[src/design/defines.sv]
package defines;

	// game rules
	localparam logic [3:0] LIFE_INIT = 4'd3;
	localparam logic [3:0] SCORE_PER_LEVEL = 4'd2;	// good hits per level

	// one-cycle collision strobes
	typedef struct packed {
		logic border_bottom;
		logic obstacle;
		logic obstacle_good;
		logic obstacle_bad;
	} collision_t;

	// controller outputs
	typedef struct packed {
		logic pause;
		logic reset_level;
		logic reset_level_pulse;	// rising edge of reset_level
		logic [3:0] score;
		logic [3:0] level;
		logic [3:0] life;
	} game_status_t;

endpackage

[src/design/geometry_pkg.sv]
package geometry_pkg;

	typedef logic [7:0] coord_t;

	// screen in object units
	localparam coord_t SCREEN_W = 8'd64;
	localparam coord_t SCREEN_H = 8'd48;

	// object sizes
	localparam coord_t SMILEY_SIZE = 8'd4;
	localparam coord_t OBST_W = 8'd8;
	localparam coord_t OBST_H = 8'd2;

	// start placement
	localparam coord_t SMILEY_START_X = 8'd30;
	localparam coord_t SMILEY_START_Y = 8'd0;
	localparam coord_t OBST_ROW_SPACING = 8'd12;	// obstacle i in row (i+1)*spacing

	// top left corner plus visibility
	typedef struct packed {
		coord_t x;
		coord_t y;
		logic visible;
	} rect_t;

endpackage

[src/design/collision_detector.sv]
`timescale 1ns/10ps

module collision_detector
	import geometry_pkg::*;
	import defines::*;
#(
	parameter int N_OBSTACLES = 3
) (
	input	logic				clk,
	input	logic				resetN,
	input	rect_t				smiley,
	input	rect_t [N_OBSTACLES-1:0]	obstacles,
	input	logic [N_OBSTACLES-1:0]		obst_good,
	output	collision_t			collision,
	output	logic [N_OBSTACLES-1:0]		hit
);

	localparam coord_t Y_BOTTOM = SCREEN_H - SMILEY_SIZE;

	logic [N_OBSTACLES-1:0] overlap;
	logic [N_OBSTACLES-1:0] overlap_d;
	logic [N_OBSTACLES-1:0] obst_new;
	logic border;
	logic border_d;
	logic border_new;

	// bounding box tests
	always_comb begin
		for (int k = 0; k < N_OBSTACLES; k++) begin
			overlap[k] = smiley.visible && obstacles[k].visible &&
				(smiley.x < obstacles[k].x + OBST_W) &&
				(obstacles[k].x < smiley.x + SMILEY_SIZE) &&
				(smiley.y < obstacles[k].y + OBST_H) &&
				(obstacles[k].y < smiley.y + SMILEY_SIZE);
		end
	end

	assign border = smiley.visible && (smiley.y >= Y_BOTTOM);

	// new contacts only; border wins over obstacles
	assign border_new = border && !border_d;
	assign obst_new = overlap & ~overlap_d & {N_OBSTACLES{~border_new}};

	always_ff @(posedge clk or negedge resetN) begin
		if (!resetN) begin
			overlap_d <= '0;
			border_d <= 1'b0;
			collision <= '0;
			hit <= '0;
		end else begin
			overlap_d <= overlap;
			border_d <= border;
			collision.border_bottom <= border_new;
			collision.obstacle <= |obst_new;
			collision.obstacle_good <= |(obst_new & obst_good);
			collision.obstacle_bad <= |(obst_new & ~obst_good);
			hit <= obst_new;	// back to the field for removal
		end
	end

endmodule

[src/design/game_controller.sv]
`timescale 1ns/10ps

module game_controller
	import defines::*;
(
	input	logic		clk,
	input	logic		resetN,
	input	logic		key_start,
	input	collision_t	collision,
	output	game_status_t	status
);

	typedef enum logic [1:0] {
		S_INIT,
		S_WAIT,
		S_PLAY,
		S_OVER
	} state_t;

	state_t state_q, state_n;

	logic [3:0] score_q, score_n;
	logic [3:0] level_q, level_n;
	logic [3:0] life_q, life_n;
	logic pause;
	logic reset_level;
	logic reset_level_d;

	always_ff @(posedge clk or negedge resetN) begin
		if (!resetN) begin
			state_q <= S_INIT;
			score_q <= 4'd0;
			level_q <= 4'd0;
			life_q <= LIFE_INIT;
			reset_level_d <= 1'b0;
		end else begin
			state_q <= state_n;
			score_q <= score_n;
			level_q <= level_n;
			life_q <= life_n;
			reset_level_d <= reset_level;
		end
	end

	always_comb begin
		state_n = state_q;
		score_n = score_q;
		level_n = level_q;
		life_n = life_q;
		pause = 1'b1;
		reset_level = 1'b0;

		case (state_q)
			S_INIT: begin
				state_n = S_WAIT;
			end

			S_WAIT: begin
				score_n = 4'd0;
				reset_level = 1'b1;
				if (key_start)
					state_n = S_PLAY;
			end

			S_PLAY: begin
				pause = 1'b0;
				if (collision.border_bottom) begin
					life_n = life_q - 4'd1;
					if (life_n == 4'd0)
						state_n = S_OVER;
					else
						state_n = S_WAIT;	// retry the level
				end else if (collision.obstacle && collision.obstacle_good) begin
					if (score_q + 4'd1 == SCORE_PER_LEVEL) begin
						level_n = level_q + 4'd1;	// level done, score cleared in wait
						state_n = S_WAIT;
					end else begin
						score_n = score_q + 4'd1;
					end
				end
				// bad obstacles only vanish
			end

			S_OVER: begin
				score_n = 4'd0;
				level_n = 4'd0;
				life_n = LIFE_INIT;
				reset_level = 1'b1;
				if (key_start)
					state_n = S_PLAY;
			end

			default: state_n = S_INIT;
		endcase
	end

	assign status.pause = pause;
	assign status.reset_level = reset_level;
	assign status.reset_level_pulse = reset_level && !reset_level_d;
	assign status.score = score_q;
	assign status.level = level_q;
	assign status.life = life_q;

endmodule

[src/design/game_top.sv]
`timescale 1ns/10ps

module game_top
	import geometry_pkg::*;
	import defines::*;
#(
	parameter int N_OBSTACLES = 3
) (
	input	logic		clk,
	input	logic		resetN,
	input	logic		tick,
	input	logic		key_start,
	input	logic		key_left,
	input	logic		key_right,
	output	game_status_t	status
);

	rect_t smiley;
	rect_t [N_OBSTACLES-1:0] obstacles;
	logic [N_OBSTACLES-1:0] obst_good;
	logic [N_OBSTACLES-1:0] hit;
	collision_t collision;

	smiley_motion smiley_motion_i (
		.clk(clk),
		.resetN(resetN),
		.tick(tick),
		.pause(status.pause),
		.reset_level_pulse(status.reset_level_pulse),
		.key_left(key_left),
		.key_right(key_right),
		.level(status.level),	// fall speed
		.smiley(smiley)
	);

	obstacle_field #(.N_OBSTACLES(N_OBSTACLES)) obstacle_field_i (
		.clk(clk),
		.resetN(resetN),
		.tick(tick),
		.pause(status.pause),
		.reset_level_pulse(status.reset_level_pulse),
		.hit(hit),
		.obstacles(obstacles),
		.obst_good(obst_good)
	);

	collision_detector #(.N_OBSTACLES(N_OBSTACLES)) collision_detector_i (
		.clk(clk),
		.resetN(resetN),
		.smiley(smiley),
		.obstacles(obstacles),
		.obst_good(obst_good),
		.collision(collision),
		.hit(hit)
	);

	game_controller game_controller_i (
		.clk(clk),
		.resetN(resetN),
		.key_start(key_start),
		.collision(collision),
		.status(status)
	);

endmodule

[src/design/obstacle_field.sv]
`timescale 1ns/10ps

module obstacle_field
	import geometry_pkg::*;
#(
	parameter int N_OBSTACLES = 3
) (
	input	logic				clk,
	input	logic				resetN,
	input	logic				tick,
	input	logic				pause,
	input	logic				reset_level_pulse,
	input	logic [N_OBSTACLES-1:0]		hit,
	output	rect_t [N_OBSTACLES-1:0]	obstacles,
	output	logic [N_OBSTACLES-1:0]		obst_good
);

	localparam int START_STEP = 16;	// horizontal offset between obstacles

	logic active;

	assign active = tick && !pause;

	genvar i;
	generate
		for (i = 0; i < N_OBSTACLES; i++) begin : g_obst
			localparam coord_t X_START = coord_t'(START_STEP * i);
			localparam coord_t Y_ROW = coord_t'((i + 1) * OBST_ROW_SPACING);

			coord_t x_q;
			logic visible_q;

			always_ff @(posedge clk or negedge resetN) begin
				if (!resetN) begin
					x_q <= X_START;
					visible_q <= 1'b1;
				end else if (reset_level_pulse) begin
					x_q <= X_START;	// fresh field per level
					visible_q <= 1'b1;
				end else begin
					if (active) begin
						if (x_q == SCREEN_W - 8'd1)
							x_q <= 8'd0;	// wrap to left edge
						else
							x_q <= x_q + 8'd1;
					end
					if (hit[i])
						visible_q <= 1'b0;	// removed on contact
				end
			end

			assign obstacles[i].x = x_q;
			assign obstacles[i].y = Y_ROW;
			assign obstacles[i].visible = visible_q;

			// even good, odd bad
			assign obst_good[i] = ((i % 2) == 0);
		end
	endgenerate

endmodule

[src/design/smiley_motion.sv]
`timescale 1ns/10ps

module smiley_motion
	import geometry_pkg::*;
(
	input	logic		clk,
	input	logic		resetN,
	input	logic		tick,
	input	logic		pause,
	input	logic		reset_level_pulse,
	input	logic		key_left,
	input	logic		key_right,
	input	logic [3:0]	level,
	output	rect_t		smiley
);

	localparam coord_t Y_BOTTOM = SCREEN_H - SMILEY_SIZE;	// resting row at the border
	localparam coord_t X_MAX = SCREEN_W - SMILEY_SIZE;

	coord_t x_q;
	coord_t y_q;
	coord_t x_step;
	coord_t y_step;
	logic active;

	assign active = tick && !pause;

	// next position for one frame
	always_comb begin
		y_step = y_q + coord_t'(level) + 8'd1;	// faster fall on higher levels
		if (y_step > Y_BOTTOM)
			y_step = Y_BOTTOM;

		x_step = x_q;
		if (key_left && !key_right && (x_q != 8'd0))
			x_step = x_q - 8'd1;
		else if (key_right && !key_left && (x_q < X_MAX))
			x_step = x_q + 8'd1;	// both keys held cancel out
	end

	always_ff @(posedge clk or negedge resetN) begin
		if (!resetN) begin
			x_q <= SMILEY_START_X;
			y_q <= SMILEY_START_Y;
		end else if (reset_level_pulse) begin
			x_q <= SMILEY_START_X;
			y_q <= SMILEY_START_Y;
		end else if (active) begin
			x_q <= x_step;
			y_q <= y_step;
		end
	end

	assign smiley.x = x_q;
	assign smiley.y = y_q;
	assign smiley.visible = 1'b1;	// always drawn

endmodule

[config.mk]
export PLATFORM = sky130hd
export DESIGN_NAME = game_top
export DESIGN_NICKNAME = d
export VERILOG_FILES = /design/src/design/defines.sv /design/src/design/geometry_pkg.sv /design/src/design/collision_detector.sv /design/src/design/game_controller.sv /design/src/design/game_top.sv /design/src/design/obstacle_field.sv /design/src/design/smiley_motion.sv
export SDC_FILE = /design/constraint.sdc
export NUM_CORES = 1
export LEC_CHECK = 0
export BUFFER_PORTS_ARGS = -buffer_cell sky130_fd_sc_hd__buf_2
export CAP_MARGIN = 5
export CORE_MARGIN = 8
export CORE_UTILIZATION = 55
export CTS_BUF_LIST = sky130_fd_sc_hd__clkbuf_8
export DETAILED_ROUTE_END_ITERATION = 16
export GPL_TIMING_DRIVEN = 1
export PLACE_DENSITY = 0.81
export SLEW_MARGIN = 10
export SYNTH_ARGS = -nofsm -noshare
export SYNTH_HDL_FRONTEND = slang
export SYNTH_SLANG_ARGS = --single-unit
[constraint.sdc]
create_clock -name clk -period 3.5 [get_ports clk]
set_clock_uncertainty 0.05 [all_clocks]
set_input_delay 0.525 -clock clk [delete_from_list [all_inputs] [get_ports clk]]
set_output_delay 0.525 -clock clk [all_outputs]
set_load 0.01 [all_outputs]
==> out/metrics.yaml <==
setup_violations: 0
worst_slew_pin_slew_ps: 936
holdWs_ps: 123
mappedNetlistNets: 609
track_usage: 0.203
synth.avg_cell_area_um2: 9.08
path_buf_inv: 1
slew_violations: 0
reg2regPathDepth: 12
drt_iter0_markers: 268
cts_buffers: 9
clk_latency_ps: 370
io_pins: 21
synth_top_flop_cell: "dfrtp_1"
cpMaxStageDelayCell: "dfstp_2"
numPortBuffers: 20
crit_fanout: 12
critPathMaxStageDelay_ps: 670
clockBufferDepth: 2
hp-class: "in -> async"
grt_start_max_net_pins: 42
power_leakage_nw: 2.57
synthCells: 539
area_growth_pct: 9.13
cts_hold_buf: 0
cp_top_family: "compound AO/OA/AOI/OAI gates"
dieArea_um2: 12200
clock-sinks: 68
grt.overflow.total: 0
cp_cell_sequence: "inv_1, ha_1, a311oi_2, ha_1, a21o_1, a21oi_1, o21bai_1, a2111oi_0, nor3_1, xnor2_1, o21ai_0, a21o_1"
wl_per_cell_um: 17.2
cts.clk_slew.worst_paths_ps: 90
cts_setup_buffers: 0
cts-root-buf: "clkbuf_8"
final.min_clock_period_ps: 3230
fin_nets: 633
antenna_found_initial: 0
drtAntennaViolNets: 0
place.gp.congestion: 0.930
max-slew-margin-rel: 0.374
vias: 4116
syn-cell-area_um2: 4890
cts_tree: "built"
worstReg2RegStart: "smiley_motion_i.x_q[2]$_DFFE_PN1P_"
antenna_cells: 0
fmaxAchievable_mhz: 310
post_route_cells_drive_above_1_share: 0.136
min_period_over_period: 0.922
drt_wl_total_um: 11600
yosys_warnings: 0
place_hpwl_um: 8480
ys_ff_latch: 68
synth_edf_count: 0
synthArstFlopShare: 1.00
timing.rr.end: "smiley_motion_i.x_q[7]$_DFFE_PN0P_"
synth_cell_types: 57
power_density_nw_per_um2: 760
firstDrtPassIters: 5
drv_cap: 0
fp-row-count: 34
die-width_um: 110
status: "complete, no violations"
hold_viol: 0
fin_cells: 676
core_um2: 8680
synth-seq-area-share: 0.351
cp.required_ps: 3720
crit_path_end_kind: "register"
grt_pass1_vias: 3996
crit_type: "reg -> reg"
critical_path_arrival_ps: 3450
grt_pass1_wl_um: 19500
fillers: 765
start_util: 0.564
peakVddDrop_v: 0.000535
place_inst: 660
r2r_slack_ps: 270
startpoint_type: "register"
die_h_um: 110
drc: 0
vias_per_cell: 6.09
htree_levels: 3
[layout make-up]
cell class	instances	area (um^2)	share of cell area
Clock buffer	9	124	0.0232
Tap cell	108	135	0.0253
Inverter	43	161	0.0302
Timing Repair Buffer	32	190	0.0356
Multi-Input combinational cell	409	2930	0.549
Sequential cell	68	1720	0.321
Clock inverter	7	82.6	0.0155
[worst max-delay path by stage]
stage | from | to | cells after the start
finish | smiley_motion_i.x_q[2]$_DFFE_PN1P_ | smiley_motion_i.x_q[7]$_DFFE_PN0P_ | 12
global route | smiley_motion_i.x_q[2]$_DFFE_PN1P_ | smiley_motion_i.x_q[7]$_DFFE_PN0P_ | 12
CTS | smiley_motion_i.x_q[2]$_DFFE_PN1P_ | smiley_motion_i.x_q[7]$_DFFE_PN0P_ | 12
detailed placement | smiley_motion_i.x_q[2]$_DFFE_PN1P_ | smiley_motion_i.x_q[7]$_DFFE_PN0P_ | 12
global placement | smiley_motion_i.x_q[2]$_DFFE_PN1P_ | smiley_motion_i.x_q[7]$_DFFE_PN0P_ | 12
floorplan | smiley_motion_i.x_q[2]$_DFFE_PN1P_ | smiley_motion_i.x_q[7]$_DFFE_PN0P_ | 12
[worst register-to-register path: cells and delay by family, from the launching register on]
kind	cells	cell delay, ps
AO/OA/AOI/OAI	7	1530
XOR/XNOR	1	190
adder cells (fa/ha/maj)	2	500
buffers and inverters	1	70
flip-flops	1	670
AND/OR/NAND/NOR	1	130
[cells in the final DEF, fill, tap and decap left out, types with 3 or more instances in the layout]
cell type and instances:
nor2_1 46, o31ai_1 6, buf_4 12, nand3_1 20
ha_1 62, nor3_1 10, xor2_1 20, o21bai_1 4
and3_1 7, nor3b_1 3, nor2b_1 8, or3_1 8
a31oi_1 7, clkbuf_8 9, o21ai_1 3, buf_2 20
o21ai_0 35, a311oi_1 3, o22a_1 3, dfstp_2 11
nand2_1 30, a21oi_1 39, xnor2_1 19, a221oi_2 3
maj3_2 7, nand4_1 11, inv_1 41, dfrtp_1 57
a21o_1 10, a211oi_1 4, inv_6 3, nand2b_1 7
[logic make-up after synthesis]
kind of cell | share of synthesized area
buffers and inverters | 0.0517
flip-flops | 0.351
adder cells (fa/ha/maj) | 0.187
multiplexers | 0.00435
AO/OA/AOI/OAI | 0.175
XOR/XNOR | 0.0698
AND/OR/NAND/NOR | 0.161
[cell usage after synthesis, drive strengths merged (8+ instances only)]
cell | number | share of area
a21o | 10 | 0.015
a21oi | 40 | 0.042
clkbuf | 14 | 0.011
dfrtp | 57 | 0.29
dfstp | 11 | 0.059
ha | 62 | 0.16
inv | 43 | 0.033
maj3 | 9 | 0.020
nand2 | 30 | 0.023
nand3 | 20 | 0.020
nand4 | 11 | 0.014
nor2 | 46 | 0.035
nor2b | 8 | 0.010
nor3 | 10 | 0.010
o21ai | 38 | 0.039
or3 | 9 | 0.013
xnor2 | 19 | 0.034
xor2 | 20 | 0.036
[power breakdown]
| group | internal [W] | switching, W |
|---|---|---|
| combinational | 0.000899 | 0.00116 |
| clock | 0.000341 | 0.000362 |
| sequential | 0.00100 | 0.000298 |
[repair_timing]
action,in CTS,in global routing
resized for setup,0,1
hold endpoints to repair,0,0
setup endpoints to repair,0,1
[per-stage QoR]
| step | power (W) | TNS [ps] | area (um^2) | utilization | setup WS, ps |
|---|---|---|---|---|---|
| after floorplan | 0.00276 | 0 | 4890 | - | 149 |
| after global placement | 0.00320 | 0 | 5130 | 0.591 | 399 |
| after detailed placement | 0.00332 | 0 | 5130 | 0.591 | 210 |
| after CTS | 0.00405 | 0 | 5330 | 0.614 | 207 |
| after global routing | 0.00439 | -3.62 | 5340 | 0.615 | -3.62 |
| final | 0.00406 | 0 | 5340 | 0.615 | 272 |
[layer usage]
layer  track usage  wire length, um  up-vias  part of all wire
met5             0                0        -                 0
met1         0.252             5070     2005              0.44
met4        0.0913              332        0             0.029
met3        0.0424              625       28             0.054
met2         0.334             5570      131              0.48
li1              -                -     1952                 -
[state kept, by name (all words and copies together) (netlist names)]
name / count
obstacle_field_i.g_obst.visible_q: 3
collision_detector_i.hit: 3
smiley_motion_i.x_q: 8
game_controller_i.score_q: 4
game_controller_i.life_q: 4
collision_detector_i.overlap_d: 3
game_controller_i.reset_level_d: 1
collision_detector_i.collision: 3
game_controller_i.level_q: 4
game_controller_i.state_q: 2
obstacle_field_i.g_obst.x_q: 24
collision_detector_i.border_d: 1
smiley_motion_i.y_q: 8
Power figures use the tool's default switching activity.
